===== config.mk =====
export PLATFORM = sky130hd
export DESIGN_NAME = vram_arbiter_flat
export DESIGN_NICKNAME = d
export VERILOG_FILES = /design/src/hdl/audio_pkg.sv /design/src/hdl/audio_fetch_if.sv /design/src/hdl/ram_if.sv /design/src/hdl/vram_arbiter.sv /design/src/flat_wrapper.sv
export SDC_FILE = /design/constraint.sdc
export NUM_CORES = 1
export LEC_CHECK = 0
export ABC_AREA = 0
export BUFFER_PORTS_ARGS = -buffer_cell sky130_fd_sc_hd__buf_4
export CORE_MARGIN = 2
export CORE_UTILIZATION = 26
export DETAILED_ROUTE_END_ITERATION = 16
export HOLD_SLACK_MARGIN = 0.02
export PLACE_DENSITY = 0.88
export SETUP_SLACK_MARGIN = 0.3
export SLEW_MARGIN = 20
export SYNTH_ARGS = -nofsm -noshare
export SYNTH_HDL_FRONTEND = slang
export SYNTH_SLANG_ARGS = --single-unit

===== constraint.sdc =====
create_clock -name clk -period 1.65 [get_ports clk]
set_clock_uncertainty 0.15 [all_clocks]
set_input_delay 0.2475 -clock clk [delete_from_list [all_inputs] [get_ports clk]]
set_output_delay 0.2475 -clock clk [all_outputs]
set_load 0.005 [all_outputs]

===== src/hdl/audio_pkg.sv =====
// Audio subsystem shared definitions

package audio_pkg;

    localparam int ADDR_W    = 10;  // 1024 sample words
    localparam int VOL_W     = 7;   // 64 is unity gain
    localparam int PERIOD_W  = 15;
    localparam int LEN_W     = 15;
    localparam int DAC_W     = 8;
    localparam int ACC_W     = 18;  // room for 8 full-scale channels
    localparam int VOL_SHIFT = 6;

    // two samples per word, high byte played first
    typedef logic [15:0] word_t;

    // signed sample, or a volume zero-extended to 8 bits
    typedef logic signed [7:0] sbyte_t;

    typedef logic signed [15:0] sword_t;

    typedef logic [ADDR_W-1:0] addr_t;

    // fetch engine phases
    typedef enum logic {
        FETCH_REQ,      // pick a channel, raise req if its buffer is empty
        FETCH_WAIT      // hold req until ack
    } fetch_phase_t;

    // mix loop phases, two clocks per channel
    typedef enum logic {
        MIX_MULT,
        MIX_ACCUM
    } mix_phase_t;

endpackage


===== src/hdl/audio_fetch_if.sv =====
// Audio fetch request interface

`timescale 1ns/1ps

interface audio_fetch_if;

    logic              req;     // held until ack
    audio_pkg::addr_t  addr;
    logic              ack;     // one cycle pulse
    audio_pkg::word_t  word;    // valid with ack

    modport client (output req, output addr, input ack, input word);

    modport server (input req, input addr, output ack, output word);

endinterface


===== src/hdl/ram_if.sv =====
// Sample memory port interface

`timescale 1ns/1ps

interface ram_if;

    logic              en;
    logic              we;
    audio_pkg::addr_t  addr;
    audio_pkg::word_t  wdata;
    audio_pkg::word_t  rdata;   // valid the cycle after en

    modport master (output en, output we, output addr, output wdata, input rdata);

    modport slave (input en, input we, input addr, input wdata, output rdata);

endinterface


===== src/hdl/vram_arbiter.sv =====
// Host and audio memory arbiter

`timescale 1ns/1ps

module vram_arbiter (
    input  logic              clk,
    input  logic              reset_i,
    input  logic              host_req_i,
    input  logic              host_we_i,
    input  audio_pkg::addr_t  host_addr_i,
    input  audio_pkg::word_t  host_wdata_i,
    output logic              host_ack_o,
    output audio_pkg::word_t  host_rdata_o,
    audio_fetch_if.server     audio,
    ram_if.master             mem
);

    typedef enum logic {
        ARB_IDLE,
        ARB_RESPOND
    } arb_state_t;

    arb_state_t state;
    logic       last_host;      // host got the previous grant
    logic       grant_any;
    logic       grant_host;

    // host wins unless audio waits too and host was served last
    assign grant_host = host_req_i && (!audio.req || !last_host);
    assign grant_any  = (state == ARB_IDLE) && (host_req_i || audio.req);

    assign mem.en    = grant_any;
    assign mem.we    = grant_any && grant_host && host_we_i;
    assign mem.addr  = grant_host ? host_addr_i : audio.addr;
    assign mem.wdata = host_wdata_i;

    // response cycle, last_host names the client being answered
    assign host_ack_o   = (state == ARB_RESPOND) && last_host;
    assign audio.ack    = (state == ARB_RESPOND) && !last_host;
    assign host_rdata_o = mem.rdata;
    assign audio.word   = mem.rdata;

    always_ff @(posedge clk) begin
        if (reset_i) begin
            state     <= ARB_IDLE;
            last_host <= 1'b0;
        end else begin
            case (state)
                ARB_IDLE: begin
                    if (grant_any) begin
                        last_host <= grant_host;
                        state     <= ARB_RESPOND;
                    end
                end
                ARB_RESPOND: state <= ARB_IDLE;    // requester drops req after ack
                default: state <= ARB_IDLE;
            endcase
        end
    end

endmodule


===== src/flat_wrapper.sv =====
// flat-port wrapper written by rule: the top's interface ports become plain ports
module vram_arbiter_flat 
  (clk, reset_i, host_req_i, host_we_i, host_addr_i, host_wdata_i, host_ack_o, host_rdata_o, audio_req, audio_addr, audio_ack, audio_word, mem_en, mem_we, mem_addr, mem_wdata, mem_rdata);
  audio_fetch_if audio_i ();
  ram_if mem_i ();
  input  logic clk;
  input  logic reset_i;
  input  logic host_req_i;
  input  logic host_we_i;
  input  audio_pkg::addr_t host_addr_i;
  input  audio_pkg::word_t host_wdata_i;
  output logic host_ack_o;
  output audio_pkg::word_t host_rdata_o;
  input wire logic [$bits(audio_i.req)-1:0] audio_req;
  input wire logic [$bits(audio_i.addr)-1:0] audio_addr;
  output wire logic [$bits(audio_i.ack)-1:0] audio_ack;
  output wire logic [$bits(audio_i.word)-1:0] audio_word;
  output wire logic [$bits(mem_i.en)-1:0] mem_en;
  output wire logic [$bits(mem_i.we)-1:0] mem_we;
  output wire logic [$bits(mem_i.addr)-1:0] mem_addr;
  output wire logic [$bits(mem_i.wdata)-1:0] mem_wdata;
  input wire logic [$bits(mem_i.rdata)-1:0] mem_rdata;
  assign audio_i.req = audio_req;
  assign audio_i.addr = audio_addr;
  assign audio_ack = audio_i.ack;
  assign audio_word = audio_i.word;
  assign mem_en = mem_i.en;
  assign mem_we = mem_i.we;
  assign mem_addr = mem_i.addr;
  assign mem_wdata = mem_i.wdata;
  assign mem_i.rdata = mem_rdata;
  vram_arbiter u_core (.clk(clk), .reset_i(reset_i), .host_req_i(host_req_i), .host_we_i(host_we_i), .host_addr_i(host_addr_i), .host_wdata_i(host_wdata_i), .host_ack_o(host_ack_o), .host_rdata_o(host_rdata_o), .audio(audio_i), .mem(mem_i));
endmodule

==> impl_metrics.toml <==
[run_status]
outcome = "complete, but fails checks"
violations = "setup timing"

[pwr]
vdd_drop_max_mv = 0.295
finalPower_uw = 373
power_per_cell_area_nw_per_um2 = 521
power.leakage_uw = 0.000377

[critical_path]
cp.required_ps = 1250
path_cells = "a21boi_4, buf_12, mux2_4, buf_6"
end_kind = "output pin"
cp_data_arrival_time_ps = 1310
critPathBufInv = 2
cp-start-kind = "flop"
path_class = "reg -> out"
crit_path_max_fanout = 10
slowest_stage = "dfxtp_4"
slowest_delay_ps = 340
critical-path-top-delay-family = "flip-flops"

[routing]
drt_iter0_markers = 2
vias_per_cell = 4.51
wl_per_cell_um = 15.2
vias = 437
dr.pass1.iters = 2
drc = 0
antenna_left = 0
totalWireLength_um = 1480

[final_layout]
stdcell_area_um2 = 717
nets = 128
multiInputGateArea_um2 = 239
drive_gt1_frac = 0.884
final_core_util = 0.315
fillCellCount = 235
diodes = 0
register_area_um2 = 43.8
syn_to_final_growth_pct = 12.4

[sta]
finalSetupViolations = 10
finalHoldViolCount = 0
worst_slew_pin_slew_ps = 226
rsz0062_at_grt = "true"
relSlewSlack = 0.849
finalWorstSetupSlack_ps = -60.7
timing.fmax_ghz = 0.585
fin_crit_ps = 1710
drv_slew = 0
min_period_over_period = 1.04

[synth]
syn_area_per_cell_um2 = 8.74
synth_area_um2 = 638
ys_warn_count = 0
ys_ff_latch = 2
synth.net_count = 130
ys_seq_area_frac = 0.0627
postSynthCellCount = 73
ys_types = 14

[cts]
numCtsBuffers = 3
cts_root_buf = "clkbuf_4"
clkSinkCount = 2
cts_tree = "built"
clk_pin_slew_ps = 30
clk_path_buf_depth = 2
clk_latency_ps = 230
cts_max_level = 1
postCtsHoldBufs = 0

[global_routing]
antenna_found_initial = 0
overflow = 0
grt_max_degree = 11
grt_usage = 0.0881
grt_pass1_wl_um = 1660
grt_pass1_vias = 396

[floorplanning]
die_area_um2 = 2870
ioPinCount = 119
die_y_um = 53.5
initial_utilization = 0.280
die_w_um = 53.5
core.rowCount = 17
core_area_um2 = 2280

[place]
place_congestion = 0.530
dp_hpwl_um = 1150
placed_cell_area_um2 = 607
place_ws_ps = 78.1
portBuffers = 38

[run]
cap_violations = 0

[min_path]
min_path_type = "in -> reg"
flip-flops by register name, indices dropped and copies added, names as in the netlist:
name / cells
u_core.state: 1
u_core.last_host: 1
logic make-up (layout without fill, tap and decap cells):
group	after synthesis	in the layout	share of synthesized area
buf+inv	51	47	0.594
flops	2	2	0.0627
simple gates	7	7	0.0647
mux	10	10	0.235
compound gates	3	3	0.0431
cells in the final DEF, fill, tap and decap left out:
cell / n
buf_4: 30
buf_6: 11
mux2_4: 10
clkbuf_4: 3
nor2_1: 2
inv_1: 2
a21boi_4: 1
and2_2: 1
and2b_2: 1
nand2b_4: 1
a211oi_2: 1
nor3_1: 1
nor2b_1: 1
a221oi_1: 1
buf_12: 1
dfxtp_4: 1
dfxtp_1: 1
final cells by class:
| class | instances | area share |
|---|---|---|
| repair buffers | 42 | 0.515 |
| multi-input cells | 20 | 0.333 |
| well taps | 28 | 0.0489 |
| flip-flops and latches | 2 | 0.0611 |
| inverters | 2 | 0.0105 |
| clock buffers | 3 | 0.0314 |
timing repair:
action	4_1_cts	5_1_grt
resized for setup	1	15
setup buffers	0	3
setup endpoints to repair	12	12
Yosys cell counts:
| library cell | n | area (µm²) |
|---|---|---|
| nand2b_1 | 1 | 6.26 |
| a221oi_1 | 1 | 8.76 |
| a21boi_2 | 1 | 11.3 |
| a211oi_1 | 1 | 7.51 |
| inv_1 | 2 | 7.51 |
| nor2_1 | 2 | 7.51 |
| nor2b_1 | 1 | 6.26 |
| buf_4 | 48 | 360 |
| buf_6 | 1 | 11.3 |
| and2_2 | 1 | 7.51 |
| and2b_2 | 1 | 8.76 |
| nor3_1 | 1 | 5.00 |
| mux2_4 | 10 | 150 |
| dfxtp_1 | 2 | 40.0 |
routing by layer:
metal  up-vias  global-route usage  part of all wire  wire (µm)
met3        16              0.0583              0.23        344
met2        58               0.160              0.48        707
met5         -                   0                 0          0
met4         0               0.120             0.064         95
li1        177                   -                 -          -
met1       186              0.0419              0.22        331
per-stage QoR:
| step | hold WS, ps | std cells | setup TNS, ps |
|---|---|---|---|
| final | 35.2 | 97 | -562 |
| after global routing | 33.6 | 97 | -1060 |
| after CTS | 32.1 | 94 | -1050 |
| after detailed placement | 277 | 91 | 0 |
| after global placement | 269 | 91 | 0 |
| after floorplan | 174 | 73 | 0 |
where the power goes:
group	internal (µW)	switching (µW)	leakage, µW
registers	53.0	5.34	0.0000173
logic	143	59.6	0.000346
clock network	80.5	31.4	0.0000138
total	277	96.3	0.000377
path summary, 6_finish.rpt:
check | from | end | slack, ps | cells after the start
max | u_core.last_host | mem_addr[6] | -60 | 4
min | reset_i | u_core.last_host | 40 | 2
min reg2reg | u_core.state | u_core.state | 370 | 1
max reg2reg | u_core.last_host | u_core.last_host | 560 | 3
(Power assumes the default switching activity.)
