[src/hdl/audio_pkg.sv]
// Audio subsystem shared definitions

package audio_pkg;

    localparam int ADDR_W    = 10;  // 1024 sample words
    localparam int VOL_W     = 7;   // 64 is unity gain
    localparam int PERIOD_W  = 15;
    localparam int LEN_W     = 15;
    localparam int DAC_W     = 8;
    localparam int ACC_W     = 18;  // room for 8 full-scale channels
    localparam int VOL_SHIFT = 6;

    // two samples per word, high byte played first
    typedef logic [15:0] word_t;

    // signed sample, or a volume zero-extended to 8 bits
    typedef logic signed [7:0] sbyte_t;

    typedef logic signed [15:0] sword_t;

    typedef logic [ADDR_W-1:0] addr_t;

    // fetch engine phases
    typedef enum logic {
        FETCH_REQ,      // pick a channel, raise req if its buffer is empty
        FETCH_WAIT      // hold req until ack
    } fetch_phase_t;

    // mix loop phases, two clocks per channel
    typedef enum logic {
        MIX_MULT,
        MIX_ACCUM
    } mix_phase_t;

endpackage

[src/hdl/audio_fetch_if.sv]
// Audio fetch request interface

`timescale 1ns/1ps

interface audio_fetch_if;

    logic              req;     // held until ack
    audio_pkg::addr_t  addr;
    logic              ack;     // one cycle pulse
    audio_pkg::word_t  word;    // valid with ack

    modport client (output req, output addr, input ack, input word);

    modport server (input req, input addr, output ack, output word);

endinterface

[src/hdl/audio_dac.sv]
// Pulse density DAC

`timescale 1ns/1ps

module audio_dac (
    input  logic                        clk,
    input  logic                        reset_i,
    input  logic [audio_pkg::DAC_W-1:0] value_i,
    output logic                        pulse_o
);

    logic [audio_pkg::DAC_W-1:0] acc;
    logic [audio_pkg::DAC_W:0]   sum;   // carry in the top bit

    assign sum = {1'b0, acc} + {1'b0, value_i};

    // first order sigma-delta, value_i ones per 256 clocks
    always_ff @(posedge clk) begin
        if (reset_i) begin
            acc     <= '0;
            pulse_o <= 1'b0;
        end else begin
            acc     <= sum[audio_pkg::DAC_W-1:0];
            pulse_o <= sum[audio_pkg::DAC_W];
        end
    end

endmodule

[src/hdl/audio_mixer.sv]
// Multi-channel sample playback mixer

`timescale 1ns/1ps

module audio_mixer #(
    parameter int NCHAN = 4
) (
    input  logic                                clk,
    input  logic                                reset_i,
    input  logic                                audio_enable_i,
    input  logic [NCHAN*audio_pkg::VOL_W-1:0]    audio_vol_l_i,
    input  logic [NCHAN*audio_pkg::VOL_W-1:0]    audio_vol_r_i,
    input  logic [NCHAN*audio_pkg::PERIOD_W-1:0] audio_period_i,
    input  logic [NCHAN*audio_pkg::ADDR_W-1:0]   audio_start_i,
    input  logic [NCHAN*audio_pkg::LEN_W-1:0]    audio_len_i,
    input  logic [NCHAN-1:0]                     audio_restart_i,
    output logic [NCHAN-1:0]                     audio_reload_o,
    audio_fetch_if.client                        fetch,
    output logic                                 pdm_l_o,
    output logic                                 pdm_r_o
);

    localparam int CHAN_W = (NCHAN > 1) ? $clog2(NCHAN) : 1;
    localparam int PW     = audio_pkg::PERIOD_W;
    localparam int LW     = audio_pkg::LEN_W;
    localparam int AW     = audio_pkg::ADDR_W;
    localparam int VW     = audio_pkg::VOL_W;

    logic [CHAN_W-1:0]       fetch_chan;
    logic [CHAN_W-1:0]       mix_chan;
    audio_pkg::fetch_phase_t fetch_phase;
    audio_pkg::mix_phase_t   mix_phase;

    logic [PW:0]       chan_period [NCHAN];     // top bit forces a sample
    logic [LW:0]       chan_len    [NCHAN];     // top bit forces a reload
    logic [LW:0]       chan_len_n  [NCHAN];
    audio_pkg::addr_t  chan_addr   [NCHAN];
    audio_pkg::word_t  chan_buff   [NCHAN];
    audio_pkg::sbyte_t chan_val    [NCHAN];     // sample currently playing
    logic [NCHAN-1:0]  chan_ok;                 // buffer holds a fresh word
    logic [NCHAN-1:0]  chan_2nd;                // next sample is the low byte

    audio_pkg::sbyte_t mix_val;
    audio_pkg::sbyte_t vol_l;
    audio_pkg::sbyte_t vol_r;
    audio_pkg::sword_t mult_l;
    audio_pkg::sword_t mult_r;
    logic signed [audio_pkg::ACC_W-1:0] mix_l_acc;
    logic signed [audio_pkg::ACC_W-1:0] mix_r_acc;
    logic [audio_pkg::DAC_W-1:0]        output_l;
    logic [audio_pkg::DAC_W-1:0]        output_r;

    function automatic logic [CHAN_W-1:0] next_chan(input logic [CHAN_W-1:0] c);
        return (c == CHAN_W'(NCHAN - 1)) ? '0 : c + 1'b1;
    endfunction

    // scale down, clamp to signed 8 bits, then offset to unsigned
    function automatic logic [7:0] to_dac(input logic signed [audio_pkg::ACC_W-1:0] acc);
        logic signed [audio_pkg::ACC_W-1:0] s;
        s = acc >>> audio_pkg::VOL_SHIFT;
        if (s < -128) return 8'h00;
        if (s > 127) return 8'hff;
        return s[7:0] ^ 8'h80;
    endfunction

    always_comb begin
        for (int i = 0; i < NCHAN; i++) begin
            chan_len_n[i] = chan_len[i] - 1'b1;
        end
    end

    always_ff @(posedge clk) begin
        if (reset_i) begin
            fetch.req      <= 1'b0;
            fetch_chan     <= '0;
            fetch_phase    <= audio_pkg::FETCH_REQ;
            audio_reload_o <= '0;
            chan_ok        <= '0;
            chan_2nd       <= '0;
            for (int i = 0; i < NCHAN; i++) begin
                chan_period[i] <= '0;
                chan_len[i]    <= '0;
                chan_addr[i]   <= '0;
                chan_buff[i]   <= '0;
                chan_val[i]    <= '0;
            end
        end else begin
            // round-robin refill where the channel updates below take precedence
            case (fetch_phase)
                audio_pkg::FETCH_REQ: begin
                    fetch.addr <= chan_addr[fetch_chan];
                    if (audio_enable_i && !chan_ok[fetch_chan]) begin
                        fetch.req   <= 1'b1;
                        fetch_phase <= audio_pkg::FETCH_WAIT;
                    end else begin
                        fetch_chan <= next_chan(fetch_chan);
                    end
                end
                audio_pkg::FETCH_WAIT: begin
                    if (fetch.ack) begin
                        fetch.req             <= 1'b0;
                        chan_buff[fetch_chan] <= fetch.word;
                        chan_ok[fetch_chan]   <= 1'b1;
                        fetch_chan            <= next_chan(fetch_chan);
                        fetch_phase           <= audio_pkg::FETCH_REQ;
                    end
                end
                default: fetch_phase <= audio_pkg::FETCH_REQ;
            endcase

            for (int i = 0; i < NCHAN; i++) begin
                audio_reload_o[i] <= 1'b0;
                chan_period[i]    <= chan_period[i] - 1'b1;
                if (!audio_enable_i || audio_restart_i[i]) begin
                    chan_period[i][PW] <= 1'b1;     // emit on the next clock
                    chan_len[i][LW]    <= 1'b1;     // and reload right after it
                    chan_ok[i]         <= 1'b0;
                    chan_2nd[i]        <= 1'b1;
                    if (!audio_enable_i) begin
                        chan_buff[i] <= '0;         // silence while stopped
                        chan_val[i]  <= '0;
                    end
                end else if (chan_period[i][PW] || chan_period[i] == '0) begin
                    chan_period[i] <= {1'b0, audio_period_i[i*PW +: PW]};
                    chan_2nd[i]    <= !chan_2nd[i];
                    chan_val[i]    <= chan_2nd[i] ? chan_buff[i][7:0] : chan_buff[i][15:8];
                    if (chan_2nd[i]) begin
                        chan_ok[i] <= 1'b0;         // word used up
                        if (chan_len[i][LW] || chan_len_n[i][LW]) begin
                            chan_addr[i]      <= audio_start_i[i*AW +: AW];
                            chan_len[i]       <= {1'b0, audio_len_i[i*LW +: LW]};
                            audio_reload_o[i] <= 1'b1;
                        end else begin
                            chan_addr[i] <= chan_addr[i] + 1'b1;
                            chan_len[i]  <= chan_len_n[i];
                        end
                    end
                end
            end
        end
    end

    // both operands signed since volumes are never negative
    assign mult_l = mix_val * vol_l;
    assign mult_r = mix_val * vol_r;

    always_ff @(posedge clk) begin
        if (reset_i) begin
            mix_chan  <= '0;
            mix_phase <= audio_pkg::MIX_MULT;
            mix_val   <= '0;
            vol_l     <= '0;
            vol_r     <= '0;
            mix_l_acc <= '0;
            mix_r_acc <= '0;
            output_l  <= '0;
            output_r  <= '0;
        end else begin
            case (mix_phase)
                audio_pkg::MIX_MULT: begin
                    if (mix_chan == '0) begin      // one full pass done
                        output_l  <= to_dac(mix_l_acc);
                        output_r  <= to_dac(mix_r_acc);
                        mix_l_acc <= '0;
                        mix_r_acc <= '0;
                    end
                    mix_val   <= chan_val[mix_chan];
                    vol_l     <= {1'b0, audio_vol_l_i[mix_chan*VW +: VW]};
                    vol_r     <= {1'b0, audio_vol_r_i[mix_chan*VW +: VW]};
                    mix_phase <= audio_pkg::MIX_ACCUM;
                end
                audio_pkg::MIX_ACCUM: begin
                    mix_l_acc <= mix_l_acc + audio_pkg::ACC_W'(mult_l);
                    mix_r_acc <= mix_r_acc + audio_pkg::ACC_W'(mult_r);
                    mix_chan  <= next_chan(mix_chan);
                    mix_phase <= audio_pkg::MIX_MULT;
                end
                default: mix_phase <= audio_pkg::MIX_MULT;
            endcase
        end
    end

    audio_dac dac_l (
        .clk     (clk),
        .reset_i (reset_i),
        .value_i (output_l),
        .pulse_o (pdm_l_o)
    );

    audio_dac dac_r (
        .clk     (clk),
        .reset_i (reset_i),
        .value_i (output_r),
        .pulse_o (pdm_r_o)
    );

endmodule

[src/flat_wrapper.sv]
// flat-port wrapper written by rule: the top's interface ports become plain ports
module audio_mixer_flat 
#(
    parameter int NCHAN = 4
)
  (clk, reset_i, audio_enable_i, audio_vol_l_i, audio_vol_r_i, audio_period_i, audio_start_i, audio_len_i, audio_restart_i, audio_reload_o, pdm_l_o, pdm_r_o, fetch_req, fetch_addr, fetch_ack, fetch_word);
  audio_fetch_if fetch_i ();
  input  logic clk;
  input  logic reset_i;
  input  logic audio_enable_i;
  input  logic [NCHAN*audio_pkg::VOL_W-1:0] audio_vol_l_i;
  input  logic [NCHAN*audio_pkg::VOL_W-1:0] audio_vol_r_i;
  input  logic [NCHAN*audio_pkg::PERIOD_W-1:0] audio_period_i;
  input  logic [NCHAN*audio_pkg::ADDR_W-1:0] audio_start_i;
  input  logic [NCHAN*audio_pkg::LEN_W-1:0] audio_len_i;
  input  logic [NCHAN-1:0] audio_restart_i;
  output logic [NCHAN-1:0] audio_reload_o;
  output logic pdm_l_o;
  output logic pdm_r_o;
  output wire logic [$bits(fetch_i.req)-1:0] fetch_req;
  output wire logic [$bits(fetch_i.addr)-1:0] fetch_addr;
  input wire logic [$bits(fetch_i.ack)-1:0] fetch_ack;
  input wire logic [$bits(fetch_i.word)-1:0] fetch_word;
  assign fetch_req = fetch_i.req;
  assign fetch_addr = fetch_i.addr;
  assign fetch_i.ack = fetch_ack;
  assign fetch_i.word = fetch_word;
  audio_mixer #(.NCHAN(NCHAN)) u_core (.clk(clk), .reset_i(reset_i), .audio_enable_i(audio_enable_i), .audio_vol_l_i(audio_vol_l_i), .audio_vol_r_i(audio_vol_r_i), .audio_period_i(audio_period_i), .audio_start_i(audio_start_i), .audio_len_i(audio_len_i), .audio_restart_i(audio_restart_i), .audio_reload_o(audio_reload_o), .fetch(fetch_i), .pdm_l_o(pdm_l_o), .pdm_r_o(pdm_r_o));
endmodule
[config.mk]
export PLATFORM = sky130hd
export DESIGN_NAME = audio_mixer_flat
export DESIGN_NICKNAME = d
export VERILOG_FILES = /design/src/hdl/audio_pkg.sv /design/src/hdl/audio_fetch_if.sv /design/src/hdl/audio_dac.sv /design/src/hdl/audio_mixer.sv /design/src/flat_wrapper.sv
export SDC_FILE = /design/constraint.sdc
export NUM_CORES = 1
export LEC_CHECK = 0
export BUFFER_PORTS_ARGS = -buffer_cell sky130_fd_sc_hd__buf_2
export CORE_MARGIN = 10
export CORE_UTILIZATION = 30
export DETAILED_ROUTE_END_ITERATION = 10
export MAX_ROUTING_LAYER = met4
export PLACE_DENSITY = 0.45
export SLEW_MARGIN = 20
export SYNTH_ARGS = -nofsm -noshare
export SYNTH_HDL_FRONTEND = slang
export SYNTH_SLANG_ARGS = --single-unit
[constraint.sdc]
create_clock -name clk -period 4.9 [get_ports clk]
set_input_delay 0 -clock clk [delete_from_list [all_inputs] [get_ports clk]]
set_output_delay 0 -clock clk [all_outputs]
set_load 0.02 [all_outputs]
==> out/results.ini, run 1 <==
[floorplan]
die_w_um = 311.0
row_count = 106
dieArea_mm2 = 0.09671
die_h_um = 311.0
initial_utilization = 0.3030
design.core.area_mm2 = 0.08382
boundaryPins = 257

[timing]
drv_slew = 0
worst_pin_slew_ns = 1.050
fin_setup_tns_ns = 0
setup_ws_ns = 0.2675
setup_viol = 0
fin_crit_ns = 4.632
slew_headroom = 0.2934
clock.fmax_mhz = 215.9
rsz0062_at_grt = false
hold_viol = 0
finClkSkew_ns = 0.03028
fin_crit_sh = 0.9454

[worst_hold_path]
hold_start = audio_period_i[54]
min_path_type = in2reg

[placement]
gp_congestion = 0.8116
dp_slack_ns = 0.2124
io_buffers = 256
placed_cell_area_mm2 = 0.02813
dp_hpwl_um = 54550

[setup_path]
cp.arrival_ns = 5.16
path_class = reg2reg
cp_max_fo = 15
startpoint_type = flop
r2r_start = u_core.mix_val[1]
critPathRequiredTime_ns = 5.42
critPathCapture = u_core.mix_l_acc[17]
r2r_slack_ns = 0.27
reg2reg_depth = 14
r2r-end = u_core.mix_l_acc[17]
cp-end-kind = flop
critPathLaunch = u_core.mix_val[1]

[drt]
drc_errors = 0
drt_iter0_drc = 897
viasPerCell = 4.604
ant_nets = 0
wl_per_cell_um = 17.22
wirelength_um = 71560
drtPass1Iterations = 5
vias = 19130

[global_routing]
grt_max_degree = 69
overflow = 0
grt_pass1_vias = 20469
grt_usage = 0.1498
grt_pass1_wl_um = 114500
antenna_found_initial = 4

[clock_tree]
cts_setup_buffers = 0
cts_buffers = 48
clockBufferDepth = 3
clk_pin_slew_ns = 0.06
clock-sinks = 385
clk_latency_ns = 0.60
cts_tree = built
h-tree-depth = 2
clockRootBuffer = clkbuf_16

[power_and_ir_drop]
clockPowerShare = 0.389
p_per_area_mw_per_mm2 = 287.1
ir_worst_vdd_uv = 238.8
intPower_w = 0.006624
p_sw_frac = 0.2824
p_switching_w = 0.002606
p_leak_nw = 13.57
p_seq_frac = 0.430
pwr-share-comb = 0.180
p_total_w = 0.009230

[status]
status = finished clean

[yosys]
syn-mean-instance-area_um2 = 10.32
synth_edf_count = 258
netlist_instances = 2462
synth-warning-count = 0
synth_area_mm2 = 0.02540
seq_area_frac_synth = 0.4051
async_flop_share = 0
synth-seq-cells = 385
synthDistinctLibCells = 67
yosys_most_used_dff = edfxtp_1

[finish]
final_common_cell = nor2_1
syn2layout_area_growth_pct = 26.58
fin_area_mm2 = 0.03215
mostFrequentLayoutCells = 289 x nor2_1, 269 x inv_1, 258 x edfxtp_1
drive_gt1_frac = 0.1544
final_nets = 3475

[run]
drv_cap = 0

## repair_timing
action	CTS	global route
hold endpoints to repair	290	0
setup endpoints to repair	0	3
hold buffers	238	0
gates resized for setup	0	2
## synthesized netlist by cell type (all sizes together) (27+ instances only)
master,number,share of area
dfxtp,127,0.10
inv,269,0.040
o31ai,44,0.013
buf,30,0.0065
clkbuf,83,0.012
a21oi,69,0.014
a211oi,104,0.035
ha,114,0.056
fa,142,0.11
nand3,32,0.0063
o21ai,52,0.010
and3,73,0.018
nand2,180,0.027
xor2,63,0.022
edfxtp,258,0.31
nor2,290,0.043
nor3,41,0.0092
and2,75,0.019
mux2i,75,0.030
mux4,27,0.024
nor4,28,0.0080
xnor2,111,0.038
## stage by stage
step             util  instances  hold slack [ns]
6_report       0.3836       4155           0.1689
5_1_grt        0.3836       4155           0.1360
4_1_cts        0.3832       4152           0.1093
3_5_place_dp   0.3356       3825           0.2005
3_3_place_gp   0.3356       3825           0.1943
2_1_floorplan       -       2509          0.07739
## critical path: stages (launching register included)
cell and delay (ns):
dfxtp_1 0.49, and2_1 0.26, fa_1 0.47, fa_1 0.55, inv_1 0.05, fa_1 0.46, fa_1 0.54, inv_1 0.04
ha_1 0.24, a211oi_1 0.32, nor2_1 0.16, o211ai_1 0.29, a21oi_1 0.13, or4_1 0.48, nand3_1 0.08
## state kept, by name, indices dropped and copies added (netlist names), 10 cells and up
register,cells
u_core.chan_buff,64
u_core.chan_len,64
u_core.chan_period,64
u_core.chan_addr,40
u_core.chan_val,32
u_core.mix_l_acc,18
u_core.mix_r_acc,18
u_core.fetch.addr,10
## how the worst min path moves through the flow
| stage | endpoint | slack [ns] | cells past startpoint |
|---|---|---|---|
| 2_1_floorplan | u_core.audio_reload_o[3] | 0.08 | 1 |
| 6_report | u_core.chan_period[3][9] | 0.17 | 4 |
| 4_1_cts | u_core.chan_period[3][0] | 0.11 | 4 |
| 5_1_grt | u_core.chan_period[3][0] | 0.14 | 4 |
| 3_5_place_dp | u_core.chan_period[3][0] | 0.20 | 3 |
| 3_3_place_gp | u_core.chan_period[3][0] | 0.19 | 3 |
## layer usage
| metal | share of wire | global-route usage | up-vias |
|---|---|---|---|
| li1 | - | - | 9454 |
| met2 | 0.48 | 0.2506 | 293 |
| met5 | 0 | - | - |
| met3 | 0.034 | 0.02143 | 99 |
| met4 | 0.023 | 0.03589 | 0 |
| met1 | 0.46 | 0.1896 | 9284 |
## power by group through the flow
stage                     Sequential, W  Combinational (W)  Clock [W]
after floorplan                 0.00395            0.00109          0
after global placement          0.00404            0.00150          0
after detailed placement        0.00404            0.00152          0
after CTS                       0.00398            0.00169    0.00371
after global routing            0.00401            0.00188    0.00381
final                           0.00397            0.00167    0.00359
## area by class of cell
type | count | area [µm²]
fill | 8383 | 51670
multi-input combinational | 1742 | 13840
sequential | 385 | 10290
timing repair buffer | 533 | 3975
clock buffer | 72 | 1464
tap | 1134 | 1419
inverter | 269 | 1010
clock inverter | 17 | 145.1
antenna | 3 | 7.507
## cell families after synthesis
kind of cell	count (synthesis)	share of synthesized area
other	1	0.0001476
AND/OR/NAND/NOR	806	0.1542
adder cells (fa/ha/maj)	256	0.1681
buffers and inverters	382	0.05857
AO/OA/AOI/OAI	349	0.09729
multiplexers	109	0.05660
flip-flops	385	0.4051
XOR/XNOR	174	0.06000
(Power assumes the default switching activity.)
==> inputs of run 2 (changes only) <==
--- a/config.mk
+++ b/config.mk
@@ -11,6 +11,7 @@
 export DETAILED_ROUTE_END_ITERATION = 10
 export MAX_ROUTING_LAYER = met4
 export PLACE_DENSITY = 0.45
+export RECOVER_POWER = 25
 export SLEW_MARGIN = 20
 export SYNTH_ARGS = -nofsm -noshare
 export SYNTH_HDL_FRONTEND = slang
==> run 2 against run 1 <==
The run now ends with capacitance limit, slew limit left. Die area stayed put. Final area is 0.19% lower. First-iteration DRC count is 0.11% higher. Flip-flop and latch count stayed put. Clock skew is 0.00061 ns lower. Global-route usage stayed put. Critical path type unchanged.
==> out/results.ini, run 2 (synthesis results as in run 1) <==
[timing]
fin_crit_sh = 0.9449  ; about the same
clock.fmax_mhz = 216.0  ; about the same
finClkSkew_ns = 0.02967  ; -0.0006122 ns
slew_headroom = -0.9641  ; -1.257
rsz0062_at_grt = false
fin_setup_tns_ns = 0  ; unchanged
fin_crit_ns = 4.630  ; -0.002225 ns
worst_pin_slew_ns = 2.946  ; +1.896 ns
setup_ws_ns = 0.2698  ; +0.002225 ns
drv_slew = 111  ; +111
setup_viol = 0  ; unchanged
hold_viol = 0  ; unchanged

[floorplan]
initial_utilization = 0.3030  ; unchanged
design.core.area_mm2 = 0.08382  ; unchanged
dieArea_mm2 = 0.09671  ; unchanged
die_h_um = 311.0  ; unchanged
boundaryPins = 257  ; unchanged
row_count = 106  ; unchanged
die_w_um = 311.0  ; unchanged

[run]
drv_cap = 3  ; +3

[finish]
reg_top3 = u_core.chan_buff: 64 flops, u_core.chan_len: 64 flops, u_core.chan_period: 64 flops
final_common_cell = nor2_1
syn2layout_area_growth_pct = 26.34
mostFrequentLayoutCells = 289 x nor2_1, 269 x inv_1, 258 x edfxtp_1
nFillCells = 8402  ; +0.23%
drive_gt1_frac = 0.1455  ; -0.008946
final_nets = 3475  ; unchanged

[global_routing]
overflow = 0  ; unchanged
antenna_found_initial = 4  ; unchanged
grt_pass1_wl_um = 114500  ; unchanged
grt_max_degree = 69  ; unchanged
grt_pass1_vias = 20469  ; unchanged
grt_usage = 0.1498  ; unchanged

[setup_path]
cp_max_fo = 15  ; unchanged
cp_slowest_stage_delay_ns = 0.55  ; about the same
cp-end-kind = flop
crit_slowest_cell = fa_1
cp.arrival_ns = 5.15  ; about the same
crit_chain = and2_1 > fa_1 > fa_1 > inv_1 > fa_1 > fa_1 > inv_1 > ha_1 > a211oi_1 > nor2_1 > o211ai_1 > a21oi_1 > or4_1 > nand3_1
critPathMostFrequentCell = fa_1
startpoint_type = flop
cp_num_buf_inv = 2  ; unchanged
critPathRequiredTime_ns = 5.42  ; about the same
path_class = reg2reg
crit_family = adder cells

[drt]
viasPerCell = 4.600  ; about the same
wl_per_cell_um = 17.21  ; about the same
drtPass1Iterations = 5  ; unchanged
vias = 19112  ; -0.094%
ant_nets = 0  ; unchanged
drt_iter0_drc = 898  ; +0.11%
drc_errors = 0  ; unchanged
wirelength_um = 71510  ; about the same

[placement]
dp_hpwl_um = 54550  ; unchanged
dp_slack_ns = 0.2124  ; unchanged
gp_congestion = 0.8116  ; unchanged
io_buffers = 256  ; unchanged

[status]
status = finished with violations
violations = capacitance limit, slew limit

[power_and_ir_drop]
pwr-share-comb = 0.179  ; about the same
p_sw_frac = 0.2824  ; about the same
ir_worst_vdd_uv = 236.2  ; -1.1%
clockPowerShare = 0.390  ; about the same
p_seq_frac = 0.431  ; about the same
p_leak_nw = 13.49  ; -0.55%
p_per_area_mw_per_mm2 = 287.2  ; about the same
p_switching_w = 0.002603  ; -0.15%
intPower_w = 0.006613  ; -0.16%

[clock_tree]
cts_setup_buffers = 0  ; unchanged
clock-sinks = 385  ; unchanged
clk_latency_ns = 0.60  ; about the same
clk_pin_slew_ns = 0.06  ; about the same
cts_tree = built
h-tree-depth = 2  ; unchanged
cts_buffers = 48  ; unchanged
clockRootBuffer = clkbuf_16
clockBufferDepth = 3  ; unchanged

[worst_hold_path]
min_path_type = in2reg

[run 2: worst register-to-register path, stage by stage (launching register included)]
cell	delay, ns
dfxtp_1	0.49
and2_1	0.26
fa_1	0.47
fa_1	0.56
inv_1	0.05
fa_1	0.46
fa_1	0.54
inv_1	0.04
ha_1	0.24
a211oi_1	0.33
nor2_1	0.16
o211ai_1	0.29
a21oi_1	0.13
or4_1	0.48
nand3_1	0.08
[run 2: metal layers]
layer | track usage | wire [µm] | vias to the layer above
li1 | - | - | 9456
met2 | 0.2506 | 34680 | 305
met5 | - | 0 | -
met3 | 0.02143 | 2447 | 97
met4 | 0.03589 | 1611 | 0
met1 | 0.1896 | 32770 | 9254
[run 2: worst paths after layout]
| path | slack [ns] | depth (start not counted) | end | from |
|---|---|---|---|---|
| setup / recovery | 0.27 | 14 | u_core.mix_l_acc[17] | u_core.mix_val[1] |
| setup reg to reg | 0.27 | 14 | u_core.mix_l_acc[17] | u_core.mix_val[1] |
| hold reg to reg | 0.46 | 2 | u_core.output_r[5] | u_core.output_r[5] |
| hold / removal | 0.17 | 4 | u_core.chan_period[3][2] | audio_period_i[47] |
[run 2: final cells by class]
cell class	instances	area [µm²]	share of cell area
Timing Repair Buffer	533	3939	0.1227
Clock buffer	72	1464	0.04562
Inverter	269	1010	0.03146
Clock inverter	17	145.1	0.004523
Multi-Input combinational cell	1742	13820	0.4305
Sequential cell	385	10290	0.3207
Antenna cell	3	7.507	0.0002339
Tap cell	1134	1419	0.04421
[run 2: through the flow]
stage	cell area, µm²	hold WS [ns]	util	total power, W	std cells
4_1_cts	32120	0.1093	0.3832	0.009374	4152
3_5_place_dp	28130	0.2005	0.3356	0.005562	3825
6_report	32090	0.1688	0.3829	0.009215	4155
5_1_grt	32090	0.1360	0.3829	0.009685	4155
3_3_place_gp	28130	0.1943	0.3356	0.005533	3825
2_1_floorplan	25580	0.07739	-	0.005038	2509
[run 2: power groups by stage]
| stage | Clock (W) | Combinational [W] | Sequential (W) |
|---|---|---|---|
| 3_3_place_gp | 0 | 0.00150 | 0.00404 |
| 2_1_floorplan | 0 | 0.00109 | 0.00395 |
| 6_report | 0.00359 | 0.00165 | 0.00397 |
| 4_1_cts | 0.00371 | 0.00169 | 0.00398 |
| 3_5_place_dp | 0 | 0.00152 | 0.00404 |
| 5_1_grt | 0.00381 | 0.00186 | 0.00401 |
[run 2: repair_timing]
action	CTS	global route
endpoints found under the hold margin	290	0
gates resized for setup	0	2
setup endpoints to repair	0	3
hold buffers	238	0
